[src/source/ctn_pkg.sv]
// Shared widths, window geometry and the host address view for the CTN memory port.
// Imported by every CTN module that needs a width or the decoded address.
`default_nettype none

package ctn_pkg;

  //////////////////////////////////////////////////////////////////////
  // Bus and memory geometry
  //////////////////////////////////////////////////////////////////////

  localparam int CtnAw       = 32;             // Host byte address
  localparam int CtnDw       = 32;             // Data word
  localparam int CtnMaskW    = CtnDw / 8;      // One enable per byte
  localparam int CtnRamAw    = 8;              // RAM word index
  localparam int CtnRamDepth = 1 << CtnRamAw;  // 256 words, 1 KiB window
  localparam int CtnLatency  = 3;              // Request edge to response valid

  // Byte offset inside a word, and what is left over for the region tag
  localparam int CtnOffW = 2;
  localparam int CtnTagW = CtnAw - CtnRamAw - CtnOffW;

  //////////////////////////////////////////////////////////////////////
  // Host address views
  //////////////////////////////////////////////////////////////////////

  // Field view of one host address, MSB first
  typedef struct packed {
    logic [CtnTagW-1:0]  region;  // Compared against the window base
    logic [CtnRamAw-1:0] idx;     // Word inside the window
    logic [CtnOffW-1:0]  offset;  // Ignored, accesses are whole words
  } ctn_addr_t;

  // Same word, seen raw or split into fields
  typedef union packed {
    logic [CtnAw-1:0] raw;
    ctn_addr_t        f;
  } ctn_addr_u;

endpackage

`default_nettype wire

[src/source/ctn_rsp_merge.sv]
// Response side of the CTN port. Delays the request tag until RAM read data is
// ready, then registers one response per request: read data, zero, or an error.
`timescale 1ns/1ns
`default_nettype none

module ctn_rsp_merge
  import ctn_pkg::*;
(
  input  logic             clk_aon,
  input  logic             rst_n_i,

  // Tag from the window decoder
  input  logic             tag_valid_i,
  input  logic             tag_we_i,
  input  logic             tag_miss_i,

  // Registered RAM read data
  input  logic [CtnDw-1:0] ram_rdata_i,

  // Host response
  output logic             rsp_valid_o,
  output logic             rsp_err_o,
  output logic [CtnDw-1:0] rsp_rdata_o
);

  // Decode stage and output stage take one cycle each, the rest is tag delay
  localparam int TagDly = CtnLatency - 2;

  logic [2:0] tag_in;
  logic [2:0] tag_q [TagDly];
  logic       dly_valid;
  logic       dly_we;
  logic       dly_miss;
  logic       rd_hit;

  assign tag_in = {tag_valid_i, tag_we_i, tag_miss_i};

  //////////////////////////////////////////////////////////////////////
  // Tag delay line
  //////////////////////////////////////////////////////////////////////

  always_ff @(posedge clk_aon or negedge rst_n_i) begin
    if (!rst_n_i) begin
      for (int i = 0; i < TagDly; i++) begin
        tag_q[i] <= '0;
      end
    end else begin
      for (int i = TagDly - 1; i > 0; i--) begin
        tag_q[i] <= tag_q[i-1];
      end
      tag_q[0] <= tag_in;
    end
  end

  assign {dly_valid, dly_we, dly_miss} = tag_q[TagDly-1];  // Lines up with ram_rdata_i
  assign rd_hit = dly_valid & ~dly_we & ~dly_miss;

  //////////////////////////////////////////////////////////////////////
  // Response register
  //////////////////////////////////////////////////////////////////////

  always_ff @(posedge clk_aon or negedge rst_n_i) begin
    if (!rst_n_i) begin
      rsp_valid_o <= 1'b0;
      rsp_err_o   <= 1'b0;
      rsp_rdata_o <= '0;
    end else begin
      rsp_valid_o <= dly_valid;
      rsp_err_o   <= dly_valid & dly_miss;
      // Writes and misses answer with zero data
      rsp_rdata_o <= rd_hit ? ram_rdata_i : '0;
    end
  end

endmodule

`default_nettype wire

[config.mk]
export PLATFORM = sky130hd
export DESIGN_NAME = ctn_rsp_merge
export DESIGN_NICKNAME = d
export VERILOG_FILES = /design/src/source/ctn_pkg.sv /design/src/source/ctn_rsp_merge.sv
export SDC_FILE = /design/constraint.sdc
export NUM_CORES = 1
export LEC_CHECK = 0
export ABC_AREA = 1
export BUFFER_PORTS_ARGS = -buffer_cell sky130_fd_sc_hd__buf_4
export CORE_ASPECT_RATIO = 0.7
export CORE_MARGIN = 4
export CORE_UTILIZATION = 25
export DETAILED_ROUTE_END_ITERATION = 6
export HOLD_SLACK_MARGIN = 0.1
export MAX_ROUTING_LAYER = met4
export PLACE_DENSITY_LB_ADDON = 0.2
export SYNTH_ARGS = -nofsm -noshare
export SYNTH_HDL_FRONTEND = slang
export SYNTH_SLANG_ARGS = --single-unit
[constraint.sdc]
create_clock -name clk_aon -period 0.88 [get_ports clk_aon]
set_input_delay 0.176 -clock clk_aon [delete_from_list [all_inputs] [get_ports clk_aon]]
set_output_delay 0.176 -clock clk_aon [all_outputs]
set_load 0.01 [all_outputs]
# Word level (Yosys, flattened, before mapping)
# Cells that the tools add are included.
totals:
  reg_bits: 37
  latchBits: 0
  mem_bits_rw: 0
  n_memories: 0
  out_inout_bits: 34
  rom_bits: 0
  elab_cells: 10
classes:
  muxes: 1
  n_lt_le_gt_ge: 0
  bitwise: 5
  n_shift: 0
  eq_ne: 0
  div: 0
  mul: 0
  n_reduce_logical: 0
  add_sub_neg: 0
op_table:
  columns: ["op", "n"]
  rows:
  - ["$mux W32", 1]
  - ["$and A1 B1 Y1", 3]
  - ["$not A1 Y1", 2]

# Depth between registers and ports, before layout
depth:
  ltp_word: 4
  mapped_depth: 4

# Least setup slack after synthesis
# No wires, ideal clock.
synth_path:
  path_type: "register -> register"
  startpoint: "reg tag_q[2] (netlist bit)"
  endpoint: "reg rsp_rdata_o[10]"
  slack_ns: 0.061
  stages_incl_launch_ff: 4
  arrival_ns: 0.703
  n_path_buf: 1
  setup_ns: 0.116
  required_ns: 0.764
  path_cell_list: "dfrtp_1 nand3_4 buf_6 nor2_2"
synth_via:
  elab_chain_len: 3
synth_lines:
  columns: ["element", "line_no", "text"]
  rows:
  - ["from (decl)", "ctn_rsp_merge.sv:30", "logic [2:0] tag_q [TagDly];"]
  - ["from (signal, indexed assignment)", "ctn_rsp_merge.sv:49", "tag_q[i] <= tag_q[i-1];"]
  - ["$and A1 B1 Y1 (2 in series)", "ctn_rsp_merge.sv:56", "assign rd_hit = dly_valid & ~dly_we & ~dly_miss;"]
  - ["$mux W32", "ctn_rsp_merge.sv:71", "rsp_rdata_o <= rd_hit ? ram_rdata_i : '0;"]
  - ["to (signal assigned)", "ctn_rsp_merge.sv:71", null]
  - ["to (decl)", "ctn_rsp_merge.sv:23", "output logic [CtnDw-1:0] rsp_rdata_o"]
# Every way passes these cells.

# Final worst setup path
layout_path:
  startpoint: "reg rsp_rdata_o[12]"
  endpoint: "out rsp_rdata_o[12]"
# No word-level cell between the ends.

==> tab_implementation.tex <==
\begin{tabular}{lr}
\hline
Metric & Value \\
\hline
\multicolumn{2}{l}{\textbf{Status}} \\
\quad Run status & finished with violations \\
\quad Failing checks & setup timing \\
\multicolumn{2}{l}{\textbf{Worst setup path}} \\
\quad Crit-path cells & buf\_6 \\
\quad Critical path class & reg2out \\
\quad Arrival time worst endpoint & 0.79 ns \\
\quad Terminus of the critical flop-to-flop path & rsp\_rdata\_o[23]\$\_DFF\_PN0\_ \\
\quad Cell count of the worst reg-to-reg path & 4 \\
\quad Flop2flop setup slack & -0.03 ns \\
\quad Maximum cell stage delay along the critical path & 0.39 ns \\
\quad Master of the slowest instance on the critical path & dfrtp\_1 \\
\quad Stages on the worst setup path & 1 \\
\quad Crit Path Max Fanout & 1 \\
\quad Worst path bufs/invs & 1 \\
\quad Launch point of the worst path & rsp\_rdata\_o[12]\$\_DFF\_PN0\_ \\
\quad Endpoint class of the critical path & output port \\
\quad Cell family with most CP delay & flip-flops \\
\quad Req. time, crit path & 0.70 ns \\
\quad CP Launch Type & flop \\
\quad Critical Path Sink & rsp\_rdata\_o[12] \\
\quad R2R Path Start & tag\_q[0]\$\_DFF\_PN0\_ \\
\multicolumn{2}{l}{\textbf{Placed design}} \\
\quad Count of buffers from port buffering & 70 \\
\quad Hpwl dp & 2230 µm \\
\quad Routability-driven placement congestion ratio & 0.645 \\
\multicolumn{2}{l}{\textbf{Timing}} \\
\quad Max Transition Viols Final & 0 \\
\quad Count of final setup violators & 53 \\
\quad Period Utilization, post-route & 110\% \\
\quad Worst hold margin & 0.112 ns \\
\quad Post-layout min period & 0.967 ns \\
\quad Maximum operating frequency & between 1 and 1.5 GHz \\
\quad RSZ-0062 raised after global routing & true \\
\quad Worst Setup Slack, final & -0.0866 ns \\
\quad Setup clock skew after layout & 0.00422 ns \\
\quad Rel. slew slack & 69.5\% \\
\quad Final Hold Violating Endpoints & 0 \\
\quad Transition time at the pin with the least slew margin & 0.457 ns \\
\multicolumn{2}{l}{\textbf{Floorplanning}} \\
\quad Die Y-Extent & approximately 70 µm \\
\quad Area of the die & 6470 µm² \\
\quad Count of pins on the block boundary & 71 \\
\quad Placement row count & 21 \\
\quad Initial Util & about a quarter \\
\quad Core Footprint & 4910 µm² \\
\quad Die Width & $\sim$94 µm \\
\multicolumn{2}{l}{\textbf{Global routing}} \\
\quad First-pass GRT wire length & about 4600 µm \\
\quad Initial antenna violation count & 0 \\
\quad Combined global-route utilization of all metal layers & 10.0\% \\
\quad Maximum number of pins on one net before global-route repair & 38 \\
\quad Congestion Overflow GR & 0 \\
\quad Vias in the first global route & 1044 \\
\multicolumn{2}{l}{\textbf{Detailed routing}} \\
\quad Remaining antenna violation count after routing & 0 \\
\quad Final routed wirelength across all metal layers & between 2000 and 3000 µm \\
\quad Routed vias/inst & 3.66 \\
\quad Detailed Route Iter0 Violations & 21 \\
\quad Router iterations before antenna repair & 2 \\
\quad Via count & 959 \\
\quad Detail-routed net length per standard cell & 10.9 µm \\
\quad DRC Markers & 0 \\
\multicolumn{2}{l}{\textbf{Finish}} \\
\quad Filler cell count in the final layout & between 400 and 500 \\
\quad Post-route core utilization & 46.3\% \\
\quad Area growth from synthesis to final layout & 74.2\% \\
\quad Post-layout net count & 229 \\
\quad Fraction of final layout cells sized beyond drive strength 1 & about three fifths \\
\quad Number of antenna repair diodes & 0 \\
\multicolumn{2}{l}{\textbf{Yosys}} \\
\quad Count of mapped cells out of synthesis & about 110 \\
\quad Post-synth cell types & 7 \\
\quad Syn\_area\_per\_cell & 12.0 µm² \\
\quad Flop and latch count out of synthesis & 37 \\
\quad Area of the mapped netlist & 1310 µm² \\
\quad Synth Warn \# & 0 \\
\quad Net count after synthesis & 146 \\
\quad Sequential-to-total area share from yosys stat & around 71\% \\
\multicolumn{2}{l}{\textbf{Clock network}} \\
\quad TritonCTS Buffers & 5 \\
\quad Total number of clock tree sinks & 37 \\
\quad H-tree level count & 2 \\
\quad Clock tree from TritonCTS & done \\
\quad Clock Root Buffer & clkbuf\_8 \\
\quad CTS max path bufs & 2 \\
\quad Clock slew seen by the registers of the worst setup and hold paths & 0.07 ns \\
\quad Clock latency of the later-clocked register in the worst-skew pair & 0.28 ns \\
\multicolumn{2}{l}{\textbf{Power and ir drop}} \\
\quad Power Density & 1610 nW/µm² \\
\quad Worst vdd ir & approximately 560 µV \\
\quad Leakage dissipation & between 1 and 1.5 nW \\
\multicolumn{2}{l}{\textbf{Worst hold path}} \\
\quad Worst min-delay path class & in2reg \\
\quad WHS Path Cells & 3 \\
\multicolumn{2}{l}{\textbf{Job}} \\
\quad Max-Cap Viols & 0 \\
\hline
\end{tabular}
-- cells in the mapped netlist --
| library cell | number | area share, % |
|---|---|---|
| nor2_1 | 2 | 0.57 |
| nor2_2 | 30 | 14 |
| dfrtp_1 | 37 | 71 |
| nand3_4 | 1 | 1.3 |
| buf_6 | 3 | 2.6 |
| inv_1 | 35 | 10 |
| nand2_1 | 1 | 0.29 |
-- cells in the final DEF, fill, tap and decap left out --
master         count
buf_6             36
nand3_4            1
buf_12             1
nor2_1             1
clkbuf_1           1
buf_8              1
buf_4             37
inv_1             33
nor2_4             8
nand2_1            1
nor2_2            23
bufinv_16          1
dfrtp_1           37
inv_2              2
clkbuf_8           6
dlygate4sd3_1      4
-- final cells by class --
| type | instances | area, µm² | area share, % |
|---|---|---|---|
| multi-input cells | 34 | 259 | 11.4 |
| clock inverters | 1 | 30.0 | 1.32 |
| inverters | 35 | 131 | 5.77 |
| repair buffers | 79 | 758 | 33.3 |
| flip-flops and latches | 37 | 926 | 40.7 |
| well taps | 69 | 86.3 | 3.79 |
| clock buffers | 7 | 86.3 | 3.79 |
-- registers in the layout (all words and copies together) (netlist names) --
name and count:
tag_q 3, rsp_rdata_o 32, rsp_valid_o 1, rsp_err_o 1
-- cells by family after synthesis --
family	count (synthesis)	share of synthesized area (%)
buf+inv	38	12.6
simple gates	34	16.6
flops	37	70.8
-- repair_timing --
action | CTS | global route
endpoints found under the hold margin | 40 | 0
gates resized for setup | 38 | 11
buffers inserted | 0 | 0
setup endpoints to repair | 65 | 65
hold buffers | 4 | 0
-- metal layers --
| metal | routed length [µm] | global-route usage (%) |
|---|---|---|
| met1 | 1130 | 11.0 |
| met2 | 1370 | 16.1 |
| met3 | 333 | 4.88 |
| met4 | 25 | 3.78 |
| met5 | 0 | - |
-- through the flow --
stage | cell area (µm²) | std cells | worst slack, ns | TNS (ns) | power [mW]
5_1_grt | 2280 | 262 | -0.131 | -5.62 | 3.84
6_report | 2280 | 262 | -0.0866 | -2.67 | 3.66
3_5_place_dp | 1940 | 250 | -0.0248 | -0.195 | 2.17
3_3_place_gp | 1940 | 250 | 0.0191 | 0 | 2.16
4_1_cts | 2230 | 262 | -0.106 | -3.18 | 3.72
2_1_floorplan | 1310 | 109 | 0.0611 | 0 | 1.92
-- worst min-delay path by stage --
stage | start | end | slack (ns)
after floorplan | rst_n_i | rsp_err_o$_DFF_PN0_ | -0.12
final | ram_rdata_i[31] | rsp_rdata_o[31]$_DFF_PN0_ | 0.11
after global placement | rst_n_i | rsp_rdata_o[24]$_DFF_PN0_ | 0.16
after CTS | ram_rdata_i[31] | rsp_rdata_o[31]$_DFF_PN0_ | 0.10
after detailed placement | rst_n_i | rsp_rdata_o[3]$_DFF_PN0_ | 0.17
after global routing | ram_rdata_i[31] | rsp_rdata_o[31]$_DFF_PN0_ | 0.10
-- power by group --
part	internal [mW]	total [mW]	leakage (nW)	switching, mW
clock	0.923	1.47	0.0585	0.546
sequential	1.75	1.78	0.499	0.0257
combinational	0.239	0.420	0.691	0.181
Power figures use the tool's default switching activity.
