File: src/source/ctn_pkg.sv
// Shared widths, window geometry and the host address view for the CTN memory port.
// Imported by every CTN module that needs a width or the decoded address.
`default_nettype none

package ctn_pkg;

  //////////////////////////////////////////////////////////////////////
  // Bus and memory geometry
  //////////////////////////////////////////////////////////////////////

  localparam int CtnAw       = 32;             // Host byte address
  localparam int CtnDw       = 32;             // Data word
  localparam int CtnMaskW    = CtnDw / 8;      // One enable per byte
  localparam int CtnRamAw    = 8;              // RAM word index
  localparam int CtnRamDepth = 1 << CtnRamAw;  // 256 words, 1 KiB window
  localparam int CtnLatency  = 3;              // Request edge to response valid

  // Byte offset inside a word, and what is left over for the region tag
  localparam int CtnOffW = 2;
  localparam int CtnTagW = CtnAw - CtnRamAw - CtnOffW;

  //////////////////////////////////////////////////////////////////////
  // Host address views
  //////////////////////////////////////////////////////////////////////

  // Field view of one host address, MSB first
  typedef struct packed {
    logic [CtnTagW-1:0]  region;  // Compared against the window base
    logic [CtnRamAw-1:0] idx;     // Word inside the window
    logic [CtnOffW-1:0]  offset;  // Ignored, accesses are whole words
  } ctn_addr_t;

  // Same word, seen raw or split into fields
  typedef union packed {
    logic [CtnAw-1:0] raw;
    ctn_addr_t        f;
  } ctn_addr_u;

endpackage

`default_nettype wire

File: src/source/ctn_ram_if.sv
// Steered RAM request between the window decoder and the SRAM.
// Single-cycle strobe, no grant; the RAM takes every cycle where req is high.
`timescale 1ns/1ns
`default_nettype none

interface ctn_ram_if
  import ctn_pkg::*;
();

  logic                req;    // Only window hits ever raise this
  logic                we;
  logic [CtnRamAw-1:0] idx;
  logic [CtnDw-1:0]    wdata;
  logic [CtnMaskW-1:0] wmask;

  // Request side
  modport decoder (
    output req, we, idx, wdata, wmask
  );

  // Memory side
  modport ram (
    input req, we, idx, wdata, wmask
  );

endinterface

`default_nettype wire

File: src/source/ctn_window_decode.sv
// Input stage of the CTN port. Registers each host request, checks it against the
// RAM window and sends hits to the SRAM; every request also leaves a response tag.
`timescale 1ns/1ns
`default_nettype none

module ctn_window_decode
  import ctn_pkg::*;
#(
  parameter logic [CtnAw-1:0] RamBaseAddr = 32'h0004_0000
) (
  input  logic                clk_aon,
  input  logic                rst_n_i,

  // Host request
  input  logic                req_i,
  input  logic                we_i,
  input  ctn_addr_u           addr_i,
  input  logic [CtnDw-1:0]    wdata_i,
  input  logic [CtnMaskW-1:0] wmask_i,

  // Steered request towards the SRAM
  ctn_ram_if.decoder          ram,

  // Response tag, one per accepted request
  output logic                tag_valid_o,
  output logic                tag_we_o,
  output logic                tag_miss_o
);

  //////////////////////////////////////////////////////////////////////
  // Window check
  //////////////////////////////////////////////////////////////////////

  // Base must sit on a window boundary, so only the region tag matters
  localparam ctn_addr_u BaseAddr = RamBaseAddr;

  logic hit;

  assign hit = (addr_i.f.region == BaseAddr.f.region);

  //////////////////////////////////////////////////////////////////////
  // Request stage
  //////////////////////////////////////////////////////////////////////

  always_ff @(posedge clk_aon or negedge rst_n_i) begin
    if (!rst_n_i) begin
      ram.req     <= 1'b0;
      tag_valid_o <= 1'b0;
      tag_we_o    <= 1'b0;
      tag_miss_o  <= 1'b0;
    end else begin
      ram.req     <= req_i & hit;   // Misses never reach the RAM
      tag_valid_o <= req_i;
      tag_we_o    <= req_i & we_i;
      tag_miss_o  <= req_i & ~hit;  // Turned into an error response later
    end
  end

  // Payload only moves when a hit is steered to the RAM
  always_ff @(posedge clk_aon) begin
    if (req_i && hit) begin
      ram.we    <= we_i;
      ram.idx   <= addr_i.f.idx;
      ram.wdata <= wdata_i;
      ram.wmask <= wmask_i;
    end
  end

endmodule

`default_nettype wire
File: src/flat_wrapper.sv
// flat-port wrapper written by rule: the top's interface ports become plain ports
module ctn_window_decode_flat import ctn_pkg::*;
#(
  parameter logic [CtnAw-1:0] RamBaseAddr = 32'h0004_0000
)
  (clk_aon, rst_n_i, req_i, we_i, addr_i, wdata_i, wmask_i, tag_valid_o, tag_we_o, tag_miss_o, ram_req, ram_we, ram_idx, ram_wdata, ram_wmask);
  ctn_ram_if ram_i ();
  input  logic clk_aon;
  input  logic rst_n_i;
  input  logic req_i;
  input  logic we_i;
  input  ctn_addr_u addr_i;
  input  logic [CtnDw-1:0] wdata_i;
  input  logic [CtnMaskW-1:0] wmask_i;
  output logic tag_valid_o;
  output logic tag_we_o;
  output logic tag_miss_o;
  output wire logic [$bits(ram_i.req)-1:0] ram_req;
  output wire logic [$bits(ram_i.we)-1:0] ram_we;
  output wire logic [$bits(ram_i.idx)-1:0] ram_idx;
  output wire logic [$bits(ram_i.wdata)-1:0] ram_wdata;
  output wire logic [$bits(ram_i.wmask)-1:0] ram_wmask;
  assign ram_req = ram_i.req;
  assign ram_we = ram_i.we;
  assign ram_idx = ram_i.idx;
  assign ram_wdata = ram_i.wdata;
  assign ram_wmask = ram_i.wmask;
  ctn_window_decode #(.RamBaseAddr(RamBaseAddr)) u_core (.clk_aon(clk_aon), .rst_n_i(rst_n_i), .req_i(req_i), .we_i(we_i), .addr_i(addr_i), .wdata_i(wdata_i), .wmask_i(wmask_i), .ram(ram_i), .tag_valid_o(tag_valid_o), .tag_we_o(tag_we_o), .tag_miss_o(tag_miss_o));
endmodule
File: config.mk
export PLATFORM = sky130hd
export DESIGN_NAME = ctn_window_decode_flat
export DESIGN_NICKNAME = d
export VERILOG_FILES = /design/src/source/ctn_pkg.sv /design/src/source/ctn_ram_if.sv /design/src/source/ctn_window_decode.sv /design/src/flat_wrapper.sv
export SDC_FILE = /design/constraint.sdc
export NUM_CORES = 1
export LEC_CHECK = 0
export ABC_AREA = 1
export BUFFER_PORTS_ARGS = -buffer_cell sky130_fd_sc_hd__buf_2
export CORE_ASPECT_RATIO = 0.8
export CORE_MARGIN = 2
export CORE_UTILIZATION = 25
export CTS_CLUSTER_SIZE = 10
export DETAILED_ROUTE_END_ITERATION = 8
export PLACE_DENSITY = 0.56
export SLEW_MARGIN = 30
export SYNTH_ARGS = -nofsm -noshare
export SYNTH_HDL_FRONTEND = slang
export SYNTH_SLANG_ARGS = --single-unit
File: constraint.sdc
create_clock -name clk_aon -period 0.8 [get_ports clk_aon]
set_input_delay 0.16 -clock clk_aon [delete_from_list [all_inputs] [get_ports clk_aon]]
set_output_delay 0.16 -clock clk_aon [all_outputs]
set_load 0.01 [all_outputs]
Word-level counts from Yosys, hierarchy flattened --
Cells that the tools add are included.
Operators by class: add/sub/neg operators 0, $mul 0, div/mod/pow operators 0, $lt $le $gt $ge 0, equality and inequality tests 1, shift-type cells 0, mux-type cells 0, bitwise gates (word level) 4, reductions and logical operators 1
Operator list (number):
- 22-bit by 9-bit equality test with 1-bit output (second input constant) | 1
- 1-bit AND | 3
- 1-bit logical AND | 1
- 1-bit inverter | 1
Storage, ports and cells: register bits 49, latch bits 0, RAM bits 0, ROM bits 0, input port bits 72, logic and storage cells 14, memories kept 0

Depth between registers and ports, before layout --
word-level depth 3, gate-level depth with buffers 7, mapped depth without buffers 7

Worst setup path before layout --
No wires, ideal clock.
path type in2reg, start point in addr_i[27] (netlist name), end point reg u_core.ram.idx[0], enable pin, arrival time 2.421 ns, required time 0.351 ns, path slack -2.070 ns, stages 5, path through nor2_1 > nand2_1 > nor2_1 > nand3b_1 > nor2_1
On the way: cells in the longest elaborated chain, start to end 2
Ends and longest elaborated chain:
- from (decl) | RTL line flat_wrapper.sv:12 | input ctn_addr_u addr_i;
- 22-bit by 9-bit equality test with 1-bit output | RTL line ctn_window_decode.sv:39 | assign hit = (addr_i.f.region == BaseAddr.f.region);
- 1-bit logical AND | RTL line ctn_window_decode.sv:61 | if (req_i && hit) begin
- to (decl) | RTL line ctn_ram_if.sv:18 | output req, we, idx, wdata, wmask
No other way between the ends. A chain may end at the register's enable or synchronous reset.

Worst setup path after layout --
start point in addr_i[12] (netlist name), end point reg u_core.ram.wdata[0], enable pin
On the way: cells in the longest elaborated chain, start to end 2
Ends and longest elaborated chain:
- 22-bit by 9-bit equality test with 1-bit output | RTL line ctn_window_decode.sv:39
- 1-bit logical AND | RTL line ctn_window_decode.sv:61
- to (signal assigned) | RTL line ctn_window_decode.sv:64 | ram.wdata <= wdata_i;
- to (decl) | RTL line ctn_ram_if.sv:18
No other way between the ends.

==> flow_metrics.env <==
export IMPL_pwr_share_seq_pct=58.5
export IMPL_dr_pass1_iters=3
export IMPL_drive_gt1_share_pct=68.18
export IMPL_cp_max_fo=8
export IMPL_critPathRequiredTime_ns=0.81
export IMPL_die_w_um=93.49
export IMPL_num_vias=1154
export IMPL_antenna_cells=0
export IMPL_final_util_pct=43.03
export IMPL_io_buffers=118
export IMPL_yosysSeqAreaShare_pct=90.63
export IMPL_min_path_type="in2reg"
export IMPL_yosys_area_top_type="edfxtp_1"
export IMPL_stdcell_area_mm2=0.002701
export IMPL_grt_max_degree=31
export IMPL_fin_ws_ns=-0.2308
export IMPL_ir_worst_vdd_uv=651.8
export IMPL_cpMaxStageDelayCell="nor2_4"
export IMPL_swShare_pct=17.96
export IMPL_filler_cell_count=598
export IMPL_crit_chain="buf_2 > nor2_4 > nand2_2 > nor2_1 > nand3b_1 > nor2_4 > buf_6 > buf_12"
export IMPL_status="finished, violations left"
export IMPL_worstSetupPathType="in2reg"
export IMPL_core_rowCount=26
export IMPL_ant_nets=0
export IMPL_p_sw_uw=859.4
export IMPL_grt_total_usage_pct=9.928
export IMPL_crit_path_start="addr_i[12]"
export IMPL_dp_cells=290
export IMPL_max_slew_margin_pct=89.61
export IMPL_worst_pin_slew_ns=0.1555
export IMPL_dp_slack_ns=-0.6021
export IMPL_syn_nets=156
export IMPL_synth_cells=84
export IMPL_hold_viol=0
export IMPL_async_flop_share_pct=8.163
export IMPL_core_area_mm2=0.006279
export IMPL_synth_top_area_share_pct=84.38
export IMPL_pwr_share_clk_pct=34.5
export IMPL_min_period_ns=1.031
export IMPL_endpoint="u_core.ram.wdata[0]$_DFFE_PP_"
export IMPL_failed_checks="negative setup slack"
export IMPL_maxSlewViolCount=0
export IMPL_synthTopCellsByCount="edfxtp_1, nor2_1, nand2_1, inv_1, dfrtp_1"
export IMPL_dieArea_mm2=0.007067
export IMPL_grt_pass1_wl_um=5257
export IMPL_hpwl_um=2835
export IMPL_setup_viol=95
export IMPL_hp_start="wdata_i[25]"
export IMPL_crit_top_cell="nor2_4"
export IMPL_grt_overflow=0
export IMPL_viasPerCell=3.796
export IMPL_clockBufferDepth=2
export IMPL_yosysUniqueCellTypes=9
export IMPL_yosysMostFrequentCell="edfxtp_1"
export IMPL_power_leakage_uw=0.001136
export IMPL_fmaxAchievable_ghz=0.9701
export IMPL_synth_area_mm2=0.001602
export IMPL_syn_mean_instance_area_um2=19.07
export IMPL_area_growth_syn_to_layout_pct=68.67
export IMPL_finalNetCount=291
export IMPL_synth_area_leaders="edfxtp_1, dfrtp_1, nor2_1"
export IMPL_yosys_register_bits=49
export IMPL_power_uw=4786
export IMPL_slowest_delay_ns=0.17
export IMPL_cts_inserted_buffers=5
export IMPL_antenna_found_initial=0
export IMPL_worstSetupEndpointType="flop"
export IMPL_boundaryPins=121
export IMPL_place_congestion=0.6698
export IMPL_arrival_ns=1.04
export IMPL_rsz0062_at_grt="true"
export IMPL_hold_depth=1
export IMPL_wl_per_cell_um=11.72
export IMPL_period_share_pct=128.9
export IMPL_drt_iter0_markers=11
export IMPL_p_comb_share_pct=7.0
export IMPL_synth_edff_count=45
export IMPL_max_cap_viol_count=0
export IMPL_critPathLaunchType="input pin"
export IMPL_fin_cells=304
export IMPL_cts_sinks=49
export IMPL_drc=0
export IMPL_cts_tree="yes"
export IMPL_root_buffer="clkbuf_8"
export IMPL_intPower_uw=3927
export IMPL_ys_warnings_count=0
export IMPL_initial_core_util_pct=25.51
export IMPL_grt_pass1_vias=1181
export IMPL_die_height_um=75.59
export IMPL_yosys_most_used_dff="edfxtp_1"
export IMPL_powerDensity_mw_per_mm2=1772
export IMPL_wl_um=3563
export IMPL_clk_pin_slew_ns=0.08
export IMPL_place_area_mm2=0.002417
export IMPL_htree_num_levels=2
registers in the layout, indices dropped and copies added, names as in the netlist:
name	cells
u_core.ram.wdata	32
u_core.ram.idx	8
u_core.ram.wmask	4
u_core.ram.req	1
u_core.ram.we	1
u_core.tag_miss_o	1
u_core.tag_valid_o	1
u_core.tag_we_o	1
logic make-up (layout without fill, tap and decap cells):
| logic type | count (synthesis) | in the layout | share of synthesized area [%] |
|---|---|---|---|
| flops | 49 | 49 | 90.63 |
| buf+inv | 5 | 141 | 1.172 |
| simple gates | 30 | 30 | 8.203 |
how the worst min path moves through the flow:
stage                                          end
finish              u_core.ram.wdata[25]$_DFFE_PP_
global route        u_core.ram.wdata[25]$_DFFE_PP_
CTS                    u_core.ram.idx[5]$_DFFE_PP_
detailed placement        u_core.ram.req$_DFF_PN0_
global placement          u_core.ram.req$_DFF_PN0_
floorplan                 u_core.ram.req$_DFF_PN0_
power groups by stage:
stage / clock network [uW] / registers [uW] / logic, uW
3_3_place_gp: 0 / 2860 / 264
6_report: 1650 / 2800 / 335
4_1_cts: 1730 / 2800 / 332
3_5_place_dp: 0 / 2860 / 268
2_1_floorplan: 0 / 2860 / 48.3
5_1_grt: 1830 / 2800 / 367
through the flow:
stage	TNS [ns]	hold slack, ns
floorplan	-38.18	-0.1356
global placement	-25.83	-0.03330
detailed placement	-26.62	-0.03247
CTS	-19.22	0.02153
global route	-22.45	0.02130
finish	-17.09	0.03642
critical path: cells and delay by family:
| family | cells | cell delay, ns |
|---|---|---|
| simple gates | 5 | 0.52 |
| buf+inv | 3 | 0.35 |
final cells by class:
cell class | count | area [um2] | share of cell area [%]
clock buffer | 5 | 68.82 | 2.547
clock inverter | 3 | 41.29 | 1.528
inverter | 5 | 26.28 | 0.9727
multi-input combinational | 30 | 219.0 | 8.106
sequential | 49 | 1451 | 53.73
tap | 84 | 105.1 | 3.891
timing repair buffer | 128 | 789.5 | 29.23
placed cells by master (no fill, tap or decap):
master	netlist	routed
buf_12	0	2
buf_2	0	105
buf_4	0	3
buf_6	0	17
bufinv_16	0	1
clkbuf_8	0	5
clkinv_1	0	1
clkinvlp_4	0	1
dfrtp_1	4	4
dlygate4sd3_1	0	1
edfxtp_1	45	45
inv_1	5	4
inv_8	0	1
nand2_1	10	9
nand2_2	0	1
nand3_1	1	1
nand3_2	1	1
nand3b_1	1	1
nor2_1	14	4
nor2_2	3	1
nor2_4	0	12
per-layer routing:
metal	vias up	global-route usage [%]	share of wire (%)
met5	-	0	0
met4	0	2.941	1.1
met3	3	4.649	16
met2	85	16.71	46
met1	502	11.57	37
li1	564	-	-
timing repair:
| item | CTS | global route |
|---|---|---|
| pin swaps | 0 | 7 |
| setup endpoints to repair | 95 | 96 |
| endpoints found under the hold margin | 4 | 0 |
| gates resized for setup | 24 | 6 |
| setup buffers | 6 | 2 |
| cloned | 1 | 0 |
| hold buffers | 1 | 0 |
No activity file was read; power rests on OpenSTA's default activity.
